### src/design/vmul_cfg_pkg.sv
// Multiply unit configuration: word and queue sizes, pipeline latency, element widths
package vmul_cfg_pkg;

  localparam int unsigned ElenWidth        = 64;
  localparam int unsigned StrbWidth        = ElenWidth / 8;
  localparam int unsigned VInsnQueueDepth  = 4;
  localparam int unsigned ResultQueueDepth = 2;
  localparam int unsigned MulLatency       = 2;
  localparam int unsigned NrVInsn          = 8;
  localparam int unsigned VlWidth          = 7;
  localparam int unsigned VrfAddrWidth     = 8;
  localparam int unsigned WordsPerReg      = 8;

  typedef enum logic [1:0] {
    EW8  = 2'd0,
    EW16 = 2'd1,
    EW32 = 2'd2,
    EW64 = 2'd3
  } vsew_e;

  typedef logic [ElenWidth-1:0] elen_t;
  typedef logic [StrbWidth-1:0] strb_t;

  // Elements carried by the next word, given the elements still left
  function automatic logic [VlWidth-1:0] word_elems(vsew_e vsew, logic [VlWidth-1:0] remaining);
    logic [VlWidth-1:0] per_word;
    per_word = VlWidth'(8) >> vsew;
    return (remaining < per_word) ? remaining : per_word;
  endfunction

endpackage

### src/design/vmul_op_pkg.sv
// Multiply unit operations: opcodes and the bundles passed between its stages
package vmul_op_pkg;

  typedef enum logic [1:0] {
    VMUL   = 2'd0,
    VMULHU = 2'd1,
    VMACC  = 2'd2
  } vmul_op_e;

  // One vector instruction as accepted from the lane sequencer
  typedef struct packed {
    logic [$clog2(vmul_cfg_pkg::NrVInsn)-1:0] id;
    vmul_op_e                                 op;
    vmul_cfg_pkg::vsew_e                      vsew;
    logic [vmul_cfg_pkg::VlWidth-1:0]         vl;
    logic [4:0]                               vd;
    logic                                     use_scalar;
    vmul_cfg_pkg::elen_t                      scalar_op;
  } vinsn_t;

  // Source words of one issue step
  typedef struct packed {
    vmul_cfg_pkg::elen_t vs1;
    vmul_cfg_pkg::elen_t vs2;
    vmul_cfg_pkg::elen_t vd;
  } operand_t;

  // A is vs1 or the replicated scalar, B is vs2, C is the accumulator
  typedef struct packed {
    vmul_op_e            op;
    vmul_cfg_pkg::elen_t a;
    vmul_cfg_pkg::elen_t b;
    vmul_cfg_pkg::elen_t c;
  } mul_req_t;

  // One register file write
  typedef struct packed {
    logic [$clog2(vmul_cfg_pkg::NrVInsn)-1:0] id;
    logic [vmul_cfg_pkg::VrfAddrWidth-1:0]    addr;
    vmul_cfg_pkg::elen_t                      wdata;
    vmul_cfg_pkg::strb_t                      be;
  } result_t;

endpackage

### src/design/vmul_operand_stage.sv
// Operand stage: scalar replication and steering of each request to its width's multiplier
`timescale 1ns/10ps

module vmul_operand_stage (
  input  vmul_op_pkg::vinsn_t   issue_vinsn_i,
  input  logic                  issue_fire_i,
  input  vmul_op_pkg::operand_t operand_i,
  output vmul_op_pkg::mul_req_t mul_req_o,
  output logic [3:0]            mul_valid_o,
  input  logic [3:0]            mul_ready_i,
  output logic                  unit_ready_o
);

  import vmul_cfg_pkg::*;
  import vmul_op_pkg::*;

  elen_t scalar_word;

  // Copy the scalar into every element of the word
  always_comb begin
    case (issue_vinsn_i.vsew)
      EW8:     scalar_word = {8{issue_vinsn_i.scalar_op[7:0]}};
      EW16:    scalar_word = {4{issue_vinsn_i.scalar_op[15:0]}};
      EW32:    scalar_word = {2{issue_vinsn_i.scalar_op[31:0]}};
      default: scalar_word = issue_vinsn_i.scalar_op;
    endcase
  end

  assign mul_req_o.op = issue_vinsn_i.op;
  assign mul_req_o.a  = issue_vinsn_i.use_scalar ? scalar_word : operand_i.vs1;
  assign mul_req_o.b  = operand_i.vs2;
  assign mul_req_o.c  = operand_i.vd;

  // Only the multiplier of this element width sees the request
  always_comb begin
    mul_valid_o                     = '0;
    mul_valid_o[issue_vinsn_i.vsew] = issue_fire_i;
  end

  assign unit_ready_o = mul_ready_i[issue_vinsn_i.vsew];

endmodule

### config.mk
export PLATFORM = sky130hd
export DESIGN_NAME = vmul_operand_stage
export DESIGN_NICKNAME = d
export VERILOG_FILES = /design/src/design/vmul_cfg_pkg.sv /design/src/design/vmul_op_pkg.sv /design/src/design/vmul_operand_stage.sv
export SDC_FILE = /design/constraint.sdc
export NUM_CORES = 1
export LEC_CHECK = 0
export ABC_AREA = 1
export BUFFER_PORTS_ARGS = -buffer_cell sky130_fd_sc_hd__buf_2
export CORE_AREA = 2 2 188 190
export DETAILED_ROUTE_END_ITERATION = 10
export DIE_AREA = 0 0 190 192
export SYNTH_ARGS = -nofsm -noshare
export SYNTH_HDL_FRONTEND = slang
export SYNTH_SLANG_ARGS = --single-unit
### constraint.sdc
create_clock -name vclk -period 0.84
set_input_delay 0.084 -clock vclk [all_inputs]
set_output_delay 0.084 -clock vclk [all_outputs]
set_load 0.05 [all_outputs]
==> results.json <==
{
  "outcome": "finished with violations",
  "violations": "setup timing",
  "synth.top_cell.area_share_pct": 39.6,
  "timing.fmax_mhz": 831,
  "critical_path.max_stage_delay_ps": 170,
  "power_mw": 5.18,
  "met1_length_mm": 7.48,
  "fillers": 3720,
  "drc": 0,
  "maxSlewViolCount": 0,
  "finalCritPeriodShare_pct": 143,
  "antenna_found_initial": 5,
  "wl_mm": 19.8,
  "crit_chain": "buf_12 -> nor2_4 -> buf_12 -> nand2_8 -> buf_12 -> nand3_2 -> nand2_2 -> nand2_4 -> buf_12",
  "ios": 480,
  "grt_pass1_wl_mm": 26.4,
  "die_h_um": 192,
  "final_nets": 906,
  "final_util_pct": 19.9,
  "wl_met2_mm": 9.80,
  "p_per_area_mw_per_mm2": 759,
  "detail_route.first_pass.iterations": 4,
  "relSlewSlack_pct": 84.0,
  "clock_buffers": 0,
  "yosysMostFrequentCell": "nand2_1",
  "worstMarginPinSlew_ps": 239,
  "synth-seq-area-share_pct": 0,
  "p_leak_nw": 2.94,
  "die-area_sq_mm": 0.0365,
  "rsz0062_at_grt": "true",
  "synthTopCellsByArea": "buf_4 40%, nand2_1 20%, nor2_1 14%",
  "synth_area_sq_mm": 0.00250,
  "hpwl_mm": 15.5,
  "gr-total-overflow": 0,
  "synthToLayoutAreaGrowth_pct": 173,
  "cap_violations": 0,
  "vias": 3703,
  "setup_viol": 69,
  "crit_top_cell": "buf_12",
  "ys_top_cells_by_count": "136 x nand2_1, 132 x buf_4, 92 x nor2_1",
  "hold_viol": 0,
  "crit_required_ps": 760,
  "die_w_um": 190,
  "slowest_stage": "nor2_4",
  "core_area_sq_mm": 0.0343,
  "rows": 68,
  "critPathKind": "input port to primary output",
  "ctsHoldBuffers": 0,
  "yosys_warnings": 0,
  "avgSynthCellArea_sq_um": 5.24,
  "initial_utilization_pct": 7.29,
  "numPortBuffers": 205,
  "routed-wl-met3_mm": 1.52,
  "setup_ws_ps": -364,
  "yosys.area.top_type": "buf_4",
  "highest_layer": "met5",
  "crit_path_end_kind": "primary output",
  "register_area_sq_um": 0,
  "place_congestion": 0.724,
  "arrival_ps": 1120,
  "design.seq.count": 0,
  "postRouteAntennaNets": 0,
  "grt_max_degree": 28,
  "grt_pass1_vias": 3840,
  "setup.worst_path.start_class": "input port",
  "via_per_inst": 3.43,
  "synth.lib_cells_used.distinct": 16,
  "fin_hold_ws_ps": 168,
  "syn_nets": 758,
  "synth_cells": 477,
  "power.ir.vdd_worst_mv": 0.289,
  "grtUsageTotal_pct": 10.0,
  "worstPathMaxFanout": 5,
  "wl_per_cell_um": 18.3,
  "hp-class": "input port to primary output",
  "drive_gt1_share_pct": 82.8,
  "layout_min_cycle_time_ps": 1200,
  "first_iter_violations": 68
}
==> timing repair <==
item | CTS | global route
endpoints found under the setup margin | 69 | 69
cloned | 8 | 1
buffers inserted | 14 | 11
pin swaps | 39 | 50
gates resized for setup | 302 | 108
==> cell families after synthesis <==
logic type / share of synthesized area (%)
simple gates: 43.9
buf+inv: 44.9
compound gates: 11.2
==> critical path, delay by kind of cell <==
family	cells	cell delay (ps)
buffers and inverters	4	550
AND/OR/NAND/NOR	5	470
==> power by group <==
part           internal (mW)  switching, mW  leakage [nW]
Sequential                 0              0             0
Combinational           2.24           2.94          2.94
Clock            0.000000318              0     0.0000127
Total                   2.24           2.94          2.94
==> final timing paths <==
kind | start | endpoint | slack [ps] | cells after the start
max | issue_vinsn_i[77] | mul_req_o[174] | -360 | 9
min | operand_i[10] | mul_req_o[10] | 170 | 0
==> metrics by stage <==
step	instance area, sq um	std cells	worst slack [ps]	TNS, ps
detailed placement	4710	1049	-634	-33360
finish	6820	1080	-364	-17820
global placement	4710	1049	-626	-32190
CTS	6160	1070	-384	-17840
floorplan	3520	477	-156	-3260
global route	6820	1079	-415	-20880
==> layout make-up <==
| cell class | instances | area, sq um | share of cell area [%] |
|---|---|---|---|
| inverter | 6 | 80.1 | 1.17 |
| multi-input combinational | 317 | 3130 | 45.9 |
| antenna | 2 | 5.00 | 0.0734 |
| tap | 455 | 569 | 8.35 |
| timing repair buffer | 299 | 3020 | 44.3 |
| timing repair inverter | 1 | 8.76 | 0.128 |
==> routing by layer <==
layer	track usage [%]	vias to the layer above
li1	-	1701
met1	11.5	1724
met2	17.5	191
met3	2.81	81
met4	4.17	6
met5	0	-
==> cells in the final DEF, fill, tap and decap left out, types with 6 or more instances in the layout <==
master	instances
nand2_4	48
nand2_2	28
a21oi_4	16
nand3_1	11
buf_8	32
nor2_4	34
nand3_4	16
buf_6	51
buf_2	128
buf_16	10
o211ai_4	6
buf_4	41
nor2_1	50
nand2_8	17
buf_12	36
a31oi_4	15
nor2_2	9
nand3_2	17
nand2_1	44
Power figures use the tool's default switching activity.
