## src/design/vmul_cfg_pkg.sv

```systemverilog
// Multiply unit configuration: word and queue sizes, pipeline latency, element widths
package vmul_cfg_pkg;

  localparam int unsigned ElenWidth        = 64;
  localparam int unsigned StrbWidth        = ElenWidth / 8;
  localparam int unsigned VInsnQueueDepth  = 4;
  localparam int unsigned ResultQueueDepth = 2;
  localparam int unsigned MulLatency       = 2;
  localparam int unsigned NrVInsn          = 8;
  localparam int unsigned VlWidth          = 7;
  localparam int unsigned VrfAddrWidth     = 8;
  localparam int unsigned WordsPerReg      = 8;

  typedef enum logic [1:0] {
    EW8  = 2'd0,
    EW16 = 2'd1,
    EW32 = 2'd2,
    EW64 = 2'd3
  } vsew_e;

  typedef logic [ElenWidth-1:0] elen_t;
  typedef logic [StrbWidth-1:0] strb_t;

  // Elements carried by the next word, given the elements still left
  function automatic logic [VlWidth-1:0] word_elems(vsew_e vsew, logic [VlWidth-1:0] remaining);
    logic [VlWidth-1:0] per_word;
    per_word = VlWidth'(8) >> vsew;
    return (remaining < per_word) ? remaining : per_word;
  endfunction

endpackage

```

## src/design/vmul_op_pkg.sv

```systemverilog
// Multiply unit operations: opcodes and the bundles passed between its stages
package vmul_op_pkg;

  typedef enum logic [1:0] {
    VMUL   = 2'd0,
    VMULHU = 2'd1,
    VMACC  = 2'd2
  } vmul_op_e;

  // One vector instruction as accepted from the lane sequencer
  typedef struct packed {
    logic [$clog2(vmul_cfg_pkg::NrVInsn)-1:0] id;
    vmul_op_e                                 op;
    vmul_cfg_pkg::vsew_e                      vsew;
    logic [vmul_cfg_pkg::VlWidth-1:0]         vl;
    logic [4:0]                               vd;
    logic                                     use_scalar;
    vmul_cfg_pkg::elen_t                      scalar_op;
  } vinsn_t;

  // Source words of one issue step
  typedef struct packed {
    vmul_cfg_pkg::elen_t vs1;
    vmul_cfg_pkg::elen_t vs2;
    vmul_cfg_pkg::elen_t vd;
  } operand_t;

  // A is vs1 or the replicated scalar, B is vs2, C is the accumulator
  typedef struct packed {
    vmul_op_e            op;
    vmul_cfg_pkg::elen_t a;
    vmul_cfg_pkg::elen_t b;
    vmul_cfg_pkg::elen_t c;
  } mul_req_t;

  // One register file write
  typedef struct packed {
    logic [$clog2(vmul_cfg_pkg::NrVInsn)-1:0] id;
    logic [vmul_cfg_pkg::VrfAddrWidth-1:0]    addr;
    vmul_cfg_pkg::elen_t                      wdata;
    vmul_cfg_pkg::strb_t                      be;
  } result_t;

endpackage

```

## src/design/vmul_sequencer.sv

```systemverilog
// Multiply unit sequencer: instruction queue with issue, processing and commit phases
`timescale 1ns/10ps

module vmul_sequencer (
  input  logic                                clk_i,
  input  logic                                rst_ni,
  input  vmul_op_pkg::vinsn_t                 vinsn_i,
  input  logic                                vinsn_valid_i,
  output logic                                vinsn_ready_o,
  input  logic                                operand_valid_i,
  output logic                                operand_ready_o,
  input  logic                                unit_ready_i,
  output vmul_op_pkg::vinsn_t                 issue_vinsn_o,
  output logic                                issue_fire_o,
  output vmul_op_pkg::vinsn_t                 proc_vinsn_o,
  output logic [vmul_cfg_pkg::VlWidth-1:0]    proc_remaining_o,
  input  logic                                write_fire_i,
  input  logic                                commit_fire_i,
  output logic [vmul_cfg_pkg::NrVInsn-1:0]    done_o
);

  import vmul_cfg_pkg::*;
  import vmul_op_pkg::*;

  localparam int unsigned PntWidth = $clog2(VInsnQueueDepth);

  // Phase pointers, plus the instructions still owed by each phase
  typedef struct packed {
    logic [PntWidth-1:0] accept_pnt;
    logic [PntWidth-1:0] issue_pnt;
    logic [PntWidth-1:0] proc_pnt;
    logic [PntWidth-1:0] commit_pnt;
    logic [PntWidth:0]   issue_cnt;
    logic [PntWidth:0]   proc_cnt;
    logic [PntWidth:0]   commit_cnt;
  } queue_ptr_t;

  vinsn_t [VInsnQueueDepth-1:0] vinsn_d, vinsn_q;
  queue_ptr_t                   ptr_d, ptr_q;
  // Elements left in the instruction at the head of each phase
  logic [VlWidth-1:0]           issue_rem_d, issue_rem_q;
  logic [VlWidth-1:0]           proc_rem_d, proc_rem_q;
  logic [VlWidth-1:0]           commit_rem_d, commit_rem_q;
  vinsn_t                       commit_vinsn;
  logic                         accept;

  assign vinsn_ready_o    = (ptr_q.commit_cnt != VInsnQueueDepth);
  assign accept           = vinsn_valid_i && vinsn_ready_o;
  assign issue_vinsn_o    = vinsn_q[ptr_q.issue_pnt];
  assign proc_vinsn_o     = vinsn_q[ptr_q.proc_pnt];
  assign commit_vinsn     = vinsn_q[ptr_q.commit_pnt];
  assign proc_remaining_o = proc_rem_q;

  // Operands are consumed in the same cycle the step issues
  assign issue_fire_o    = (ptr_q.issue_cnt != '0) && operand_valid_i && unit_ready_i;
  assign operand_ready_o = issue_fire_o;

  always_comb begin
    vinsn_d      = vinsn_q;
    ptr_d        = ptr_q;
    issue_rem_d  = issue_rem_q;
    proc_rem_d   = proc_rem_q;
    commit_rem_d = commit_rem_q;
    done_o       = '0;

    if (issue_fire_o) begin
      issue_rem_d = issue_rem_q - word_elems(issue_vinsn_o.vsew, issue_rem_q);
      if (issue_rem_d == '0) begin
        ptr_d.issue_pnt = ptr_q.issue_pnt + 1'b1;
        ptr_d.issue_cnt = ptr_q.issue_cnt - 1'b1;
        if (ptr_d.issue_cnt != '0) issue_rem_d = vinsn_q[ptr_d.issue_pnt].vl;
      end
    end

    if (write_fire_i) begin
      proc_rem_d = proc_rem_q - word_elems(proc_vinsn_o.vsew, proc_rem_q);
      if (proc_rem_d == '0) begin
        ptr_d.proc_pnt = ptr_q.proc_pnt + 1'b1;
        ptr_d.proc_cnt = ptr_q.proc_cnt - 1'b1;
        if (ptr_d.proc_cnt != '0) proc_rem_d = vinsn_q[ptr_d.proc_pnt].vl;
      end
    end

    // Last grant of an instruction retires it and raises its done bit
    if (commit_fire_i) begin
      commit_rem_d = commit_rem_q - word_elems(commit_vinsn.vsew, commit_rem_q);
      if (commit_rem_d == '0) begin
        done_o[commit_vinsn.id] = 1'b1;
        ptr_d.commit_pnt = ptr_q.commit_pnt + 1'b1;
        ptr_d.commit_cnt = ptr_q.commit_cnt - 1'b1;
        if (ptr_d.commit_cnt != '0) commit_rem_d = vinsn_q[ptr_d.commit_pnt].vl;
      end
    end

    if (accept) begin
      vinsn_d[ptr_q.accept_pnt] = vinsn_i;
      // A phase with nothing pending starts on the new instruction
      if (ptr_d.issue_cnt == '0) issue_rem_d = vinsn_i.vl;
      if (ptr_d.proc_cnt == '0) proc_rem_d = vinsn_i.vl;
      if (ptr_d.commit_cnt == '0) commit_rem_d = vinsn_i.vl;
      ptr_d.accept_pnt = ptr_q.accept_pnt + 1'b1;
      ptr_d.issue_cnt  = ptr_d.issue_cnt + 1'b1;
      ptr_d.proc_cnt   = ptr_d.proc_cnt + 1'b1;
      ptr_d.commit_cnt = ptr_d.commit_cnt + 1'b1;
    end
  end

  always_ff @(posedge clk_i or negedge rst_ni) begin
    if (!rst_ni) begin
      vinsn_q      <= '0;
      ptr_q        <= '0;
      issue_rem_q  <= '0;
      proc_rem_q   <= '0;
      commit_rem_q <= '0;
    end else begin
      vinsn_q      <= vinsn_d;
      ptr_q        <= ptr_d;
      issue_rem_q  <= issue_rem_d;
      proc_rem_q   <= proc_rem_d;
      commit_rem_q <= commit_rem_d;
    end
  end

endmodule

```

## config.mk

```make
export PLATFORM = sky130hd
export DESIGN_NAME = vmul_sequencer
export DESIGN_NICKNAME = d
export VERILOG_FILES = /design/src/design/vmul_cfg_pkg.sv /design/src/design/vmul_op_pkg.sv /design/src/design/vmul_sequencer.sv
export SDC_FILE = /design/constraint.sdc
export NUM_CORES = 1
export LEC_CHECK = 0
export ABC_AREA = 1
export BUFFER_PORTS_ARGS = -buffer_cell sky130_fd_sc_hd__buf_2
export CAP_MARGIN = 20
export CORE_UTILIZATION = 53
export CTS_BUF_LIST = sky130_fd_sc_hd__clkbuf_16
export CTS_CLUSTER_SIZE = 40
export DETAILED_ROUTE_END_ITERATION = 8
export HOLD_SLACK_MARGIN = 0.08
export PLACE_DENSITY = 0.77
export SYNTH_ARGS = -nofsm -noshare
export SYNTH_HDL_FRONTEND = slang
export SYNTH_SLANG_ARGS = --single-unit
```

## constraint.sdc

```tcl
create_clock -name clk_i -period 4.5 [get_ports clk_i]
set_input_delay 0.45 -clock clk_i [delete_from_list [all_inputs] [get_ports clk_i]]
set_output_delay 0.45 -clock clk_i [all_outputs]
set_load 0.03 [all_outputs]
```

==> out/qor.csv <==
metric,value,unit
met2_usage,52.8,%
crit_path_max_fanout,4,
final_area,24600,sq um
stdcell_count,3604,
setup_viol,8,
wl_per_cell,18.7,um
slew_headroom,28.6,%
crit_type,reg -> out,
first_pass_iters,6,
hold_viol,0,
synth-seq-area-share,44.4,%
syn_nets,2985,
start_util,54.2,%
clk_pin_slew,0.06,ns
hp-class,in -> reg,
cts_tree,yes,
cts_inserted_buffers,43,
ys_seq_elements,374,
dp_cells,3487,
h-tree-depth,2,
grt_pass1_vias,20900,
fp.coreArea,38900,sq um
fmax,211,MHz
synthCells,2852,
place_area,22700,sq um
yosysWarnings,0,
max_cap_viol_count,0,
drv_slew,0,
place_congestion,0.931,
synthToLayoutAreaGrowth,16.6,%
start_kind,flip-flop,
grt-ovfl-total,0,
grt_usage,32.8,%
status,finished with violations,
antenna_found_initial,8,
n_fill_cell,3378,
clock_skew,0.0176,ns
io_pins,277,
via_per_inst,5.96,
drive_above_1_share,16.8,%
route.antenna.remaining_nets,0,
synth_area_per_cell,7.39,sq um
dp_hpwl,40.3,mm
grt_setup_unrepaired,yes,
syn-cell-area,21100,sq um
worst_slack,-0.232,ns
yosysTopAreaCell,dfrtp_1,
synth_top_cell_area_share,44.4,%
die_x,201,um
vias,21500,
num-nets-final,3181,
synthDistinctLibCells,41,
cts_buffer_depth,3,
grt_pass1_wl,107,mm
worstMarginPinSlew,1.07,ns
violations,negative setup slack,
crit_required,4.05,ns
grt_max_degree,113,
drtIter0Drc,2248,
drt-total-wl,67.2,mm
cts-root-buf,clkbuf_16,
fin_crit,4.73,ns
dieArea,40600,sq um
grtUsageMet1,42.6,%
end_kind,output port,
portBuffers,276,
worstPathArrival,4.28,ns
die-height,201,um
insertion_delay,0.58,ns
min_period_over_period,105,%
rows,72,
synthTopCellsByArea,"dfrtp_1, o21ai_0, nand2_1",
drcViolationCount,0,
cts_sinks,374,
grtUsageMet3,7.69,%
busiest_layer,met2,
## cell usage after synthesis (all sizes together)
| library cell | instances |
|---|---|
| xor2 | 10 |
| nor4 | 1 |
| xnor3 | 1 |
| o211ai | 12 |
| nor3 | 2 |
| a21oi | 70 |
| a21boi | 1 |
| clkbuf | 119 |
| a31oi | 1 |
| inv | 194 |
| nand2 | 626 |
| fa | 3 |
| o221ai | 12 |
| dfrtp | 374 |
| a32oi | 2 |
| buf | 81 |
| clkinv | 1 |
| o21ai | 695 |
| mux2i | 1 |
| nand3 | 57 |
| o22ai | 172 |
| or2 | 1 |
| nand3b | 6 |
| ha | 39 |
| nor2 | 351 |
| nand4 | 16 |
| o21bai | 4 |
## cells by family after synthesis
kind of cell	count (synthesis)	share of synthesized area, %
compound gates	969	24.7
xor+xnor	11	0.522
buf+inv	395	7.67
mux	1	0.0475
flops	374	44.4
simple gates	1060	20.1
fa+ha+maj	42	2.60
## flip-flops by register name (all words and copies together), names as in the netlist
signal and cells:
vinsn_q 336, issue_rem_q 7, ptr_q 17, proc_remaining_o 7, commit_rem_q 7
## final cells by class
cell class | instances | area [sq um] | area share, %
inverters | 195 | 748 | 3.04
well taps | 518 | 648 | 2.64
flip-flops and latches | 374 | 9370 | 38.1
diodes | 3 | 7.51 | 0.0305
clock inverters | 36 | 208 | 0.845
repair buffers | 350 | 2070 | 8.40
clock buffers | 44 | 1100 | 4.48
repair inverters | 1 | 7.51 | 0.0305
multi-input cells | 2083 | 10400 | 42.4
## worst max-delay path, cell delays in order, from the launching register on
cell and delay (ns):
dfrtp_2 0.43, clkinvlp_4 0.14, o211ai_1 0.24, nand2_2 0.15
nor2_4 0.14, inv_2 0.05, ha_4 0.15, a21oi_2 0.15
o21ai_2 0.08, nand2_2 0.14, nand2_4 0.09, nand2_2 0.08
nand2_2 0.07, ha_4 0.17, fa_2 0.54, nand2_1 0.05
nor2_1 0.08, nand3_1 0.12, nor2_4 0.15, nand3_4 0.08
or2_4 0.31, nor2_4 0.13, buf_6 0.14
## metal layers
metal / vias up / routed length (um)
met5: - / 64
li1: 9980 / -
met3: 174 / 6440
met1: 10200 / 27000
met4: 10 / 2150
met2: 1097 / 31600
## layout by cell type, fill, tap and decap left out, types with 12 or more instances in the layout
master	count
o21ai_0	676
nand2_1	589
dfrtp_1	369
nor2_1	337
buf_2	267
inv_1	188
o22ai_1	172
buf_4	69
a21oi_1	68
nand3_1	47
clkbuf_16	44
ha_1	34
nand2_2	28
nand4_1	16
inv_2	13
nor2_4	13
o221ai_1	12
## metrics by stage
step                TNS, ns  setup WS, ns  util [%]  hold slack [ns]
floorplan                 0        0.0259         -            0.154
global placement          0         0.122      58.2            0.468
detailed placement   -0.683        -0.108      58.2            0.474
CTS                  -0.456       -0.0723      62.3            0.152
global route          -3.73        -0.429      63.2            0.163
finish                -1.37        -0.232      63.2            0.171
## final timing paths
path                                     startpoint                             to  slack (ns)  cells past startpoint
max in group asynchronous                    rst_ni       vinsn_q[155]$_DFFE_PN0P_        2.82                      3
hold reg to reg            vinsn_q[154]$_DFFE_PN0P_       vinsn_q[154]$_DFFE_PN0P_        0.49                      2
setup / recovery               ptr_q[9]$_DFFE_PN0P_                      done_o[2]       -0.23                     22
setup reg to reg              ptr_q[11]$_DFFE_PN0P_  proc_remaining_o[4]$_DFF_PN0_        0.16                     30
min in group asynchronous                    rst_ni        vinsn_q[29]$_DFFE_PN0P_        0.53                      2
hold / removal                          vinsn_i[57]       vinsn_q[309]$_DFFE_PN0P_        0.17                      3
## what timing repair did
| action | 4_1_cts | 5_1_grt |
|---|---|---|
| pin swaps | 13 | 37 |
| buffers inserted | 21 | 11 |
| hold buffers | 1 | 0 |
| hold endpoints to repair | 108 | 0 |
| gates cloned | 1 | 0 |
| resized for setup | 32 | 61 |
| endpoints found under the setup margin | 22 | 29 |
Power is not shown: default switching activity piles up to over one toggle a cycle in this logic, so the estimate is an artifact.
