==> src/design/vmul_cfg_pkg.sv <==
// Multiply unit configuration: word and queue sizes, pipeline latency, element widths
package vmul_cfg_pkg;

  localparam int unsigned ElenWidth        = 64;
  localparam int unsigned StrbWidth        = ElenWidth / 8;
  localparam int unsigned VInsnQueueDepth  = 4;
  localparam int unsigned ResultQueueDepth = 2;
  localparam int unsigned MulLatency       = 2;
  localparam int unsigned NrVInsn          = 8;
  localparam int unsigned VlWidth          = 7;
  localparam int unsigned VrfAddrWidth     = 8;
  localparam int unsigned WordsPerReg      = 8;

  typedef enum logic [1:0] {
    EW8  = 2'd0,
    EW16 = 2'd1,
    EW32 = 2'd2,
    EW64 = 2'd3
  } vsew_e;

  typedef logic [ElenWidth-1:0] elen_t;
  typedef logic [StrbWidth-1:0] strb_t;

  // Elements carried by the next word, given the elements still left
  function automatic logic [VlWidth-1:0] word_elems(vsew_e vsew, logic [VlWidth-1:0] remaining);
    logic [VlWidth-1:0] per_word;
    per_word = VlWidth'(8) >> vsew;
    return (remaining < per_word) ? remaining : per_word;
  endfunction

endpackage

==> src/design/vmul_op_pkg.sv <==
// Multiply unit operations: opcodes and the bundles passed between its stages
package vmul_op_pkg;

  typedef enum logic [1:0] {
    VMUL   = 2'd0,
    VMULHU = 2'd1,
    VMACC  = 2'd2
  } vmul_op_e;

  // One vector instruction as accepted from the lane sequencer
  typedef struct packed {
    logic [$clog2(vmul_cfg_pkg::NrVInsn)-1:0] id;
    vmul_op_e                                 op;
    vmul_cfg_pkg::vsew_e                      vsew;
    logic [vmul_cfg_pkg::VlWidth-1:0]         vl;
    logic [4:0]                               vd;
    logic                                     use_scalar;
    vmul_cfg_pkg::elen_t                      scalar_op;
  } vinsn_t;

  // Source words of one issue step
  typedef struct packed {
    vmul_cfg_pkg::elen_t vs1;
    vmul_cfg_pkg::elen_t vs2;
    vmul_cfg_pkg::elen_t vd;
  } operand_t;

  // A is vs1 or the replicated scalar, B is vs2, C is the accumulator
  typedef struct packed {
    vmul_op_e            op;
    vmul_cfg_pkg::elen_t a;
    vmul_cfg_pkg::elen_t b;
    vmul_cfg_pkg::elen_t c;
  } mul_req_t;

  // One register file write
  typedef struct packed {
    logic [$clog2(vmul_cfg_pkg::NrVInsn)-1:0] id;
    logic [vmul_cfg_pkg::VrfAddrWidth-1:0]    addr;
    vmul_cfg_pkg::elen_t                      wdata;
    vmul_cfg_pkg::strb_t                      be;
  } result_t;

endpackage

==> src/design/vmul_result_queue.sv <==
// Result queue: collects multiplier words and writes them to the register file with req/gnt
`timescale 1ns/10ps

module vmul_result_queue (
  input  logic                                 clk_i,
  input  logic                                 rst_ni,
  input  vmul_cfg_pkg::elen_t [3:0]            mul_result_i,
  input  logic [3:0]                           mul_valid_i,
  output logic [3:0]                           mul_ready_o,
  input  vmul_op_pkg::vinsn_t                  proc_vinsn_i,
  input  logic [vmul_cfg_pkg::VlWidth-1:0]     proc_remaining_i,
  output logic                                 write_fire_o,
  output vmul_op_pkg::result_t                 result_o,
  output logic                                 result_req_o,
  input  logic                                 result_gnt_i,
  output logic                                 commit_fire_o
);

  import vmul_cfg_pkg::*;
  import vmul_op_pkg::*;

  localparam int unsigned PntWidth = $clog2(ResultQueueDepth);

  result_t [ResultQueueDepth-1:0] queue_q;
  logic [PntWidth-1:0]            wr_pnt_q, rd_pnt_q;
  logic [PntWidth:0]              cnt_q;
  logic                           queue_full;
  logic [VlWidth-1:0]             nr_elems;
  logic [VlWidth-1:0]             nr_bytes;
  logic [VlWidth-1:0]             word_idx;
  logic [1:0]                     word_shift;
  result_t                        entry;

  assign queue_full = (cnt_q == ResultQueueDepth);

  // Words come out in instruction order, so only the processing width is drained
  always_comb begin
    mul_ready_o                    = '0;
    mul_ready_o[proc_vinsn_i.vsew] = !queue_full;
  end

  assign write_fire_o = mul_valid_i[proc_vinsn_i.vsew] && !queue_full;

  // Byte enable covers only the elements left in this word
  assign nr_elems = word_elems(proc_vinsn_i.vsew, proc_remaining_i);
  assign nr_bytes = nr_elems << proc_vinsn_i.vsew;

  // Word index within the instruction from the elements already processed
  assign word_shift = 2'(EW64) - 2'(proc_vinsn_i.vsew);
  assign word_idx   = (proc_vinsn_i.vl - proc_remaining_i) >> word_shift;

  assign entry.id    = proc_vinsn_i.id;
  assign entry.addr  = VrfAddrWidth'(proc_vinsn_i.vd * WordsPerReg + word_idx);
  assign entry.wdata = mul_result_i[proc_vinsn_i.vsew];
  assign entry.be    = ~({StrbWidth{1'b1}} << nr_bytes);

  assign result_req_o  = (cnt_q != '0);
  assign result_o      = queue_q[rd_pnt_q];
  assign commit_fire_o = result_req_o && result_gnt_i;

  always_ff @(posedge clk_i or negedge rst_ni) begin
    if (!rst_ni) begin
      wr_pnt_q <= '0;
      rd_pnt_q <= '0;
      cnt_q    <= '0;
    end else begin
      if (write_fire_o) wr_pnt_q <= wr_pnt_q + 1'b1;
      if (commit_fire_o) rd_pnt_q <= rd_pnt_q + 1'b1;
      case ({write_fire_o, commit_fire_o})
        2'b10:   cnt_q <= cnt_q + 1'b1;
        2'b01:   cnt_q <= cnt_q - 1'b1;
        default: cnt_q <= cnt_q;
      endcase
    end
  end

  always_ff @(posedge clk_i) begin
    if (write_fire_o) queue_q[wr_pnt_q] <= entry;
  end

endmodule

==> config.mk <==
export PLATFORM = sky130hd
export DESIGN_NAME = vmul_result_queue
export DESIGN_NICKNAME = d
export VERILOG_FILES = /design/src/design/vmul_cfg_pkg.sv /design/src/design/vmul_op_pkg.sv /design/src/design/vmul_result_queue.sv
export SDC_FILE = /design/constraint.sdc
export NUM_CORES = 1
export LEC_CHECK = 0
export BUFFER_PORTS_ARGS = -buffer_cell sky130_fd_sc_hd__buf_2
export CORE_AREA = 10 10 164 166
export CTS_CLUSTER_DIAMETER = 60
export DETAILED_ROUTE_END_ITERATION = 8
export DIE_AREA = 0 0 174 176
export PLACE_DENSITY = 0.67
export SYNTH_ARGS = -nofsm -noshare
export SYNTH_HDL_FRONTEND = slang
export SYNTH_SLANG_ARGS = --single-unit
==> constraint.sdc <==
create_clock -name clk_i -period 9.55 [get_ports clk_i]
set_clock_uncertainty 0.15 [all_clocks]
set_input_delay 1.4325 -clock clk_i [delete_from_list [all_inputs] [get_ports clk_i]]
set_output_delay 1.4325 -clock clk_i [all_outputs]
set_load 0.01 [all_outputs]
==> flow_summary.yaml, run 1 <==
timing:
  postLayoutSetupSlackWorst_ps: 4990
  rsz0062_at_grt: "no"
  timing.max_slew.rel_slack_pct: 31.6
  finalSetupViolCount: 0
  portion_of_the_clock_cycle_consumed_by_the_worst_path_in_the_final_layout_pct: 47.8
  final_max_slew_viol_count: 0
  maxClockFrequency_mhz: 219
  fin_setup_tns_ps: 0
  tightestPinTransition_ps: 1030
  min_period_ps: 4560
  final-hold-violation-count: 0
worst_setup_path:
  cp-end-kind: "primary output"
  cp_max_fo: 48
  worst_setup_path_startpoint: "proc_vinsn_i[77]"
  worst-endpoint-required_ps: 7970
  timing.reg2reg.setup_slack_ps: 6840
  worstRegToRegCells: 5
  worstSetupPathType: "in2out"
  crit-reg2reg-capture: "queue_q[90]"
  timing.critical_path.from_type: "input port"
  worst_setup_path_endpoint: "write_fire_o"
  timing.rr.start: "cnt_q[1]"
  cp_data_arrival_time_ps: 2980
finish:
  synthToLayoutAreaGrowth_pct: 31.7
  number_of_diodes: 0
  layout.filler_cells: 2206
  finish.net_count: 1234
  layout-drive-gt1-share_pct: 65.0
place:
  finalWeightedCongestion: 0.830
  detailedPlace.worstSlack_ps: 4850
  io_buffer_count: 376
  place_hpwl_mm: 18.9
synthesis:
  synth_top_cell_by_area: "edfxtp_1"
  synth_area_um2: 8680
  synth_top_area_share_pct: 57.4
  yosys.cell_count.top_type: "edfxtp_1"
  synth.yosys.warnings: 0
  synth.ff_latch_count: 170
  ys_top_cells_by_count: "edfxtp_1, mux2_2, mux4_2, ha_1, nor2_1"
  ys_types: 52
  synth-edff-count: 166
  dominantRegCellSynth: "edfxtp_1"
  synth-seq-area-share_pct: 58.6
  nets_in_the_synthesized_netlist: 862
  synth.avg_cell_area_um2: 17.6
  synthesis.instances: 492
  synth-async-reset-ratio_pct: 2.35
  synth_area_leaders: "edfxtp_1, mux4_2, mux2_2"
run_status:
  outcome: "finished, final reports clean"
routing:
  postRouteAntennaNets: 0
  drcViolationCount: 0
  detailedRoute.firstPassIterationCount: 4
  drt-initial-drc-count: 287
  wl_per_cell_um: 20.4
  post_drt_via_cell_ratio: 4.99
  wl_final_mm: 24.5
  vias: 5983
pwr:
  irDropWorstVdd_uv: 162
  p_leak_uw: 0.00456
  power_per_cell_area_nw_per_um2: 231
global_route:
  first_global_vias: 6621
  grt_max_degree: 74
  groute.usage.overall_pct: 15.4
  global_route_wire_length_before_repair_mm: 37.0
  grt-ovfl-total: 0
  antenna_found_initial: 2
floorplanning:
  rows: 57
  die_x_um: 174
  fp.coreArea_um2: 23800
  pin_count: 444
  die_height_um: 176
  floorplan.die_area_um2: 30600
  start_util_pct: 36.4
clocking:
  cts_resized: 0
  cts_made_buffers: 17
  clock_tree_root_buffer_cell: "clkbuf_16"
  h-tree-depth: 4
  clock_tree_from_tritoncts: "yes"
  cts.reportedPaths.clkPinSlew_ps: 70
  cts.path.max_buffers: 2
  clock_latency_ps: 420
  post_cts_buffers: 0
  cts.sinks: 170
  cts.hold.buffers_added: 0
hold_path:
  hold_class: "reg2reg"
run:
  drv_cap: 0
## cells in the final DEF (no fill, tap or decap), drive strengths merged, types with 9 or more instances in the layout
cell    instances
clkbuf         19
inv            20
edfxtp        166
ha             14
a21oi           9
a21o           11
mux2           83
buf           382
o21ai           9
mux4           66
nor2           14
## power breakdown
part | switching [uW] | total, uW | internal (uW)
registers | 49.2 | 1100 | 1050
clock network | 303 | 644 | 341
logic | 494 | 907 | 413
total | 846 | 2650 | 1800
## sequential cells by signal, summed over array words and instances (netlist names)
signal and count:
rd_pnt_q 1, cnt_q 2, queue_q 166, wr_pnt_q 1
## kinds of logic (layout without fill, tap and decap cells)
| logic type | Yosys count | after routing | share of synthesized area (%) |
|---|---|---|---|
| flip-flops | 170 | 170 | 58.6 |
| multiplexers | 153 | 153 | 28.4 |
| AND/OR/NAND/NOR | 52 | 52 | 3.37 |
| AO/OA/AOI/OAI | 48 | 48 | 3.92 |
| buffers and inverters | 41 | 425 | 2.09 |
| adder cells (fa/ha/maj) | 16 | 16 | 2.48 |
| XOR/XNOR | 12 | 12 | 1.21 |
## metal layers
layer / part of all wire, % / global-route usage (%)
met1: 40 / 17.7
met2: 51 / 26.7
met3: 7.8 / 5.70
met4: 1.3 / 3.81
met5: 0.045 / 0
## worst min-delay path by stage
| stage | startpoint | to | cells after the start |
|---|---|---|---|
| floorplan | cnt_q[1] | cnt_q[1] | 1 |
| global placement | cnt_q[1] | cnt_q[1] | 1 |
| detailed placement | cnt_q[1] | cnt_q[1] | 1 |
| CTS | cnt_q[1] | cnt_q[1] | 1 |
| global route | cnt_q[1] | cnt_q[1] | 1 |
| finish | cnt_q[1] | cnt_q[1] | 1 |
## critical path, stage by stage
cell,delay (ps)
buf_4,530
mux4_2,580
nand2b_1,230
inv_2,60
buf_2,150
## stage by stage
stage / std cells / util, % / hold WS (ps) / area (um^2) / total power [uW]
after floorplan: 492 / - / 297 / 8680 / 1670
after global placement: 1169 / 45.7 / 323 / 10900 / 2030
after detailed placement: 1169 / 45.7 / 332 / 10900 / 2040
after CTS: 1200 / 48.0 / 342 / 11400 / 2700
after global routing: 1200 / 48.0 / 365 / 11400 / 2800
final: 1200 / 48.0 / 342 / 11400 / 2650
## layout make-up
cell class | count | area, um^2 | area share, %
flip-flops and latches | 170 | 5090 | 44.5
inverters | 12 | 45.0 | 0.394
well taps | 324 | 405 | 3.55
multi-input cells | 281 | 3420 | 29.9
clock inverters | 12 | 106 | 0.930
repair buffers | 382 | 1930 | 16.9
clock buffers | 19 | 433 | 3.79
(Power assumes the default switching activity.)
==> run 2, diff against run 1 <==
Settings changed: PLACE_DENSITY 0.67 to 0.7.
Clock period 9.55 ns to 3.8 ns, I/O delays scaled along.
==> run 2 against run 1 <==
Register-to-register slack lost 5200 ps. Non-clock buffer count grew 7. Global-route usage grew 0.21 points. Largest cell class unchanged. Power grew to 2.5 times the previous value. Routed wire length grew 0.92%. Clock-buffer cell count is the same. Sequential share of layout area shrank 0.43 points. Final area grew 0.97%. Worst hold slack lost 150 ps. Sequential cell count is the same.
==> flow_summary.yaml, run 2 (same netlist as run 1, synthesis figures left out) <==
run_status:
  outcome: "finished, final reports clean"
timing:
  min_period_ps: 3280
  portion_of_the_clock_cycle_consumed_by_the_worst_path_in_the_final_layout_pct: 86.3
  maxClockFrequency_mhz: 305
  final_max_slew_viol_count: 0
  fin_setup_tns_ps: 0
  finalSetupViolCount: 0
  postLayoutSetupSlackWorst_ps: 522
  tightestPinTransition_ps: 727
  final-hold-violation-count: 0
  rsz0062_at_grt: "no"
  timing.max_slew.rel_slack_pct: 51.5
worst_setup_path:
  worst-endpoint-required_ps: 3820
  cp_max_fo: 3
  timing.rr.start: "cnt_q[1]"
  cp-end-kind: "flop"
  worstSetupPathType: "in2reg"
  crit-reg2reg-capture: "queue_q[112]"
  timing.critical_path.from_type: "input port"
  timing.reg2reg.setup_slack_ps: 1640
  cp_data_arrival_time_ps: 3300
  worstRegToRegCells: 5
clocking:
  clock_latency_ps: 420
  cts_resized: 0
  cts_made_buffers: 17
  h-tree-depth: 4
  cts.path.max_buffers: 2
  clock_tree_root_buffer_cell: "clkbuf_16"
  cts.hold.buffers_added: 1
  cts.reportedPaths.clkPinSlew_ps: 70
  clock_tree_from_tritoncts: "yes"
  cts.sinks: 170
  post_cts_buffers: 0
pwr:
  irDropWorstVdd_uv: 666
  p_leak_uw: 0.00460
  power_per_cell_area_nw_per_um2: 579
floorplanning:
  floorplan.die_area_um2: 30600
  start_util_pct: 36.4
  die_x_um: 174
  die_height_um: 176
  rows: 57
  pin_count: 444
  fp.coreArea_um2: 23800
global_route:
  grt_max_degree: 65
  antenna_found_initial: 3
  grt-ovfl-total: 0
  first_global_vias: 6646
  groute.usage.overall_pct: 15.6
  global_route_wire_length_before_repair_mm: 37.4
finish:
  register_with_the_most_flip_flops: "queue_q"
  final_cell_area_um2: 11500
  layout-drive-gt1-share_pct: 65.0
  multi_input_comb_area_um2: 3420
  layout.filler_cells: 2161
  synthToLayoutAreaGrowth_pct: 33.0
  mostFrequentLayoutCell: "buf_2"
  postLayoutCoreUtil_pct: 48.5
  final-seq-area_um2: 5090
  finish.net_count: 1241
  largest_register_ffs: 166
  final_cell_mix: "buf_2, edfxtp_1, mux2_2"
  largestRegisters: "queue_q x166, cnt_q x2"
hold_path:
  hold_class: "in2reg"
  hp-start: "proc_vinsn_i[81]"
  hold_path_end: "queue_q[80]"
  holdPathStages: 1
place:
  detailed_place.area_um2: 11000
  place_hpwl_mm: 19.3
  io_buffer_count: 376
  finalWeightedCongestion: 0.834
  detailedPlace.worstSlack_ps: 82.8
routing:
  wl_final_mm: 24.7
  vias: 5972
  wl_per_cell_um: 20.4
  detailedRoute.firstPassIterationCount: 4
  post_drt_via_cell_ratio: 4.94
  drcViolationCount: 0
  drt-initial-drc-count: 327
  postRouteAntennaNets: 0
run:
  drv_cap: 0
==> run 2: changes by cell type in the layout (fill, tap and decap cells not counted) <==
cell           delta
diode_2           +2
clkinvlp_4        +2
clkinv_1          +1
dlygate4sd3_1     +1
buf_12            +4
inv_6             -2
buf_4             +2
==> run 2: where the power goes <==
part	total (uW)	internal (uW)	switching [uW]	leakage, uW
Sequential	2830	2620	206	0.00156
Combinational	2250	1090	1170	0.00279
Clock	1600	852	752	0.000255
Total	6690	4560	2130	0.00460
==> run 2: per-layer routing <==
| layer | vias up | part of all wire, % | global-route usage, % |
|---|---|---|---|
| met5 | - | 0.069 | 0 |
| met4 | 2 | 1.6 | 4.60 |
| met3 | 25 | 6.3 | 4.38 |
| met2 | 234 | 51 | 27.0 |
| met1 | 2927 | 41 | 18.7 |
| li1 | 2784 | - | - |
==> run 2: worst max path at each step <==
stage | start | end | slack [ps] | depth (start not counted)
after floorplan | proc_vinsn_i[77] | queue_q[100] | -10 | 5
after global placement | proc_vinsn_i[70] | queue_q[162] | 110 | 15
after detailed placement | proc_vinsn_i[70] | queue_q[162] | 80 | 15
after CTS | proc_vinsn_i[70] | queue_q[162] | 550 | 15
after global routing | proc_vinsn_i[70] | queue_q[79] | 330 | 15
final | proc_vinsn_i[70] | queue_q[162] | 520 | 15
==> run 2: layout make-up <==
class                   instances  share of cell area (%)
flip-flops and latches        170                    44.1
multi-input cells             281                    29.7
repair buffers                389                    17.6
clock buffers                  19                    3.75
well taps                     324                    3.51
clock inverters                13                   0.932
inverters                      12                   0.390
diodes                          2                  0.0433
==> run 2: critical path, stage by stage <==
cell	delay (ps)
buf_2	100
inv_1	50
ha_1	150
inv_1	50
fa_1	410
a21o_1	180
a21oi_1	240
xnor2_1	100
a22oi_1	250
mux2i_1	130
ha_1	230
fa_1	410
a21o_1	170
a21oi_1	160
xnor2_1	100
==> run 2: stage by stage <==
stage | cells | total power, uW | hold WS (ps)
after floorplan | 492 | 4180 | 124
after global placement | 1175 | 5130 | 230
after global routing | 1210 | 7070 | 166
after detailed placement | 1175 | 5190 | 233
after CTS | 1208 | 6820 | 163
final | 1210 | 6690 | 188
==> run 3, diff against run 2 <==
Settings changed: MAX_ROUTING_LAYER from default to met4.
==> run 3 against run 2 <==
Clock-buffer cell count unchanged. Power about the same. Highest routed layer is now met4. Utilization about the same. Worst hold slack worse by 1.3 ps. Setup slack better by 2.3 ps. Global-route usage up 0.46 points. Critical path type unchanged.
==> flow_summary.yaml, run 3 (same netlist as run 1, synthesis figures left out) <==
worst_setup_path:
  cp_max_fo: 3
  worst_setup_path_startpoint: "proc_vinsn_i[70]"
  worstSetupPathType: "in2reg"
  cp-end-kind: "flop"
  timing.critical_path.from_type: "input port"
  worst-endpoint-required_ps: 3820
  cp_data_arrival_time_ps: 3300
  timing.rr.start: "cnt_q[1]"
finish:
  largest_register_ffs: 166
  layout-drive-gt1-share_pct: 65.0
  final_cell_area_um2: 11600
  register_with_the_most_flip_flops: "queue_q"
  layout.filler_cells: 2159
  synthToLayoutAreaGrowth_pct: 33.1
  mostFrequentLayoutCell: "buf_2"
  finish.net_count: 1241
  largestRegisters: "queue_q x166, cnt_q x2"
  final_cell_mix: "buf_2, edfxtp_1, mux2_2"
  postLayoutCoreUtil_pct: 48.5
timing:
  timing.max_slew.rel_slack_pct: 51.9
  min_period_ps: 3280
  final-hold-violation-count: 0
  postLayoutSetupSlackWorst_ps: 524
  rsz0062_at_grt: "no"
  final.hold.worst_slack_ps: 187
  portion_of_the_clock_cycle_consumed_by_the_worst_path_in_the_final_layout_pct: 86.2
  tightestPinTransition_ps: 722
  maxClockFrequency_mhz: 305
  finalSetupViolCount: 0
  final_max_slew_viol_count: 0
floorplanning:
  fp.coreArea_um2: 23800
  floorplan.die_area_um2: 30600
  die_height_um: 176
  die_x_um: 174
  pin_count: 444
  start_util_pct: 36.4
  rows: 57
run_status:
  outcome: "finished, final reports clean"
hold_path:
  hp-start: "proc_vinsn_i[81]"
  hold_class: "in2reg"
clocking:
  cts.reportedPaths.clkPinSlew_ps: 70
  cts_made_buffers: 17
  cts.hold.buffers_added: 1
  clock_latency_ps: 420
  clock_tree_from_tritoncts: "yes"
  h-tree-depth: 4
  cts.sinks: 170
  clock_tree_root_buffer_cell: "clkbuf_16"
  cts_resized: 0
  cts.path.max_buffers: 2
  post_cts_buffers: 0
routing:
  drcViolationCount: 0
  wl_final_mm: 24.8
  detailedRoute.firstPassIterationCount: 4
  drt-initial-drc-count: 308
  post_drt_via_cell_ratio: 4.94
  wl_per_cell_um: 20.4
  postRouteAntennaNets: 0
  vias: 5984
global_route:
  global_route_wire_length_before_repair_mm: 37.3
  antenna_found_initial: 3
  grt_max_degree: 65
  first_global_vias: 6666
  groute.usage.overall_pct: 16.1
  grt-ovfl-total: 0
pwr:
  power_uw: 6690
  irDropWorstVdd_uv: 667
  p_leak_uw: 0.00460
  power_per_cell_area_nw_per_um2: 579
place:
  finalWeightedCongestion: 0.849
  detailedPlace.worstSlack_ps: 82.8
  place_hpwl_mm: 19.3
  detailed_place.area_um2: 11000
  io_buffer_count: 376
run:
  drv_cap: 0
-- run 3: cell types whose count changed in the layout (fill, tap and decap cells not counted), sizes merged --
cell / previous run / this run
diode: 2 / 4
-- run 3: power breakdown --
group          total (uW)  switching [uW]  internal (uW)
logic                2260            1170           1090
clock network        1610             754            852
registers            2830             206           2620
-- run 3: critical path, stage by stage --
cell	delay, ps
buf_2	100
inv_1	50
ha_1	150
inv_1	50
fa_1	410
a21o_1	180
a21oi_1	240
xnor2_1	100
a22oi_1	250
mux2i_1	130
ha_1	230
fa_1	410
a21o_1	170
a21oi_1	160
xnor2_1	100
-- run 3: worst paths after layout --
path | end | slack, ps | cells past startpoint
max in group asynchronous | rd_pnt_q | 3030 | 2
hold reg to reg | cnt_q[1] | 340 | 1
setup / recovery | queue_q[162] | 520 | 15
min in group asynchronous | cnt_q[1] | 330 | 2
hold / removal | queue_q[80] | 190 | 1
setup reg to reg | queue_q[112] | 1640 | 5
-- run 3: cell type report --
type | instances | area (um^2) | share of cell area (%)
Tap cell | 324 | 405 | 3.51
Sequential cell | 170 | 5090 | 44.1
Inverter | 12 | 45.0 | 0.390
Multi-Input combinational cell | 281 | 3420 | 29.6
Antenna cell | 4 | 10.0 | 0.0867
Clock buffer | 19 | 433 | 3.75
Timing Repair Buffer | 389 | 2040 | 17.6
Clock inverter | 13 | 108 | 0.932
-- run 3: per-layer routing --
metal	share of wire, %	wire length (um)	up-vias	global-route usage (%)
met3	5.9	1460	23	3.74
met5	0	0	-	-
met1	42	10400	2930	19.1
met2	51	12600	245	27.0
li1	-	-	2786	-
met4	1.6	406	0	4.60
-- run 3: per-stage QoR --
step | cells | TNS, ps
final | 1212 | 0
after global routing | 1211 | 0
after CTS | 1208 | 0
after detailed placement | 1175 | 0
after global placement | 1175 | 0
after floorplan | 492 | -928
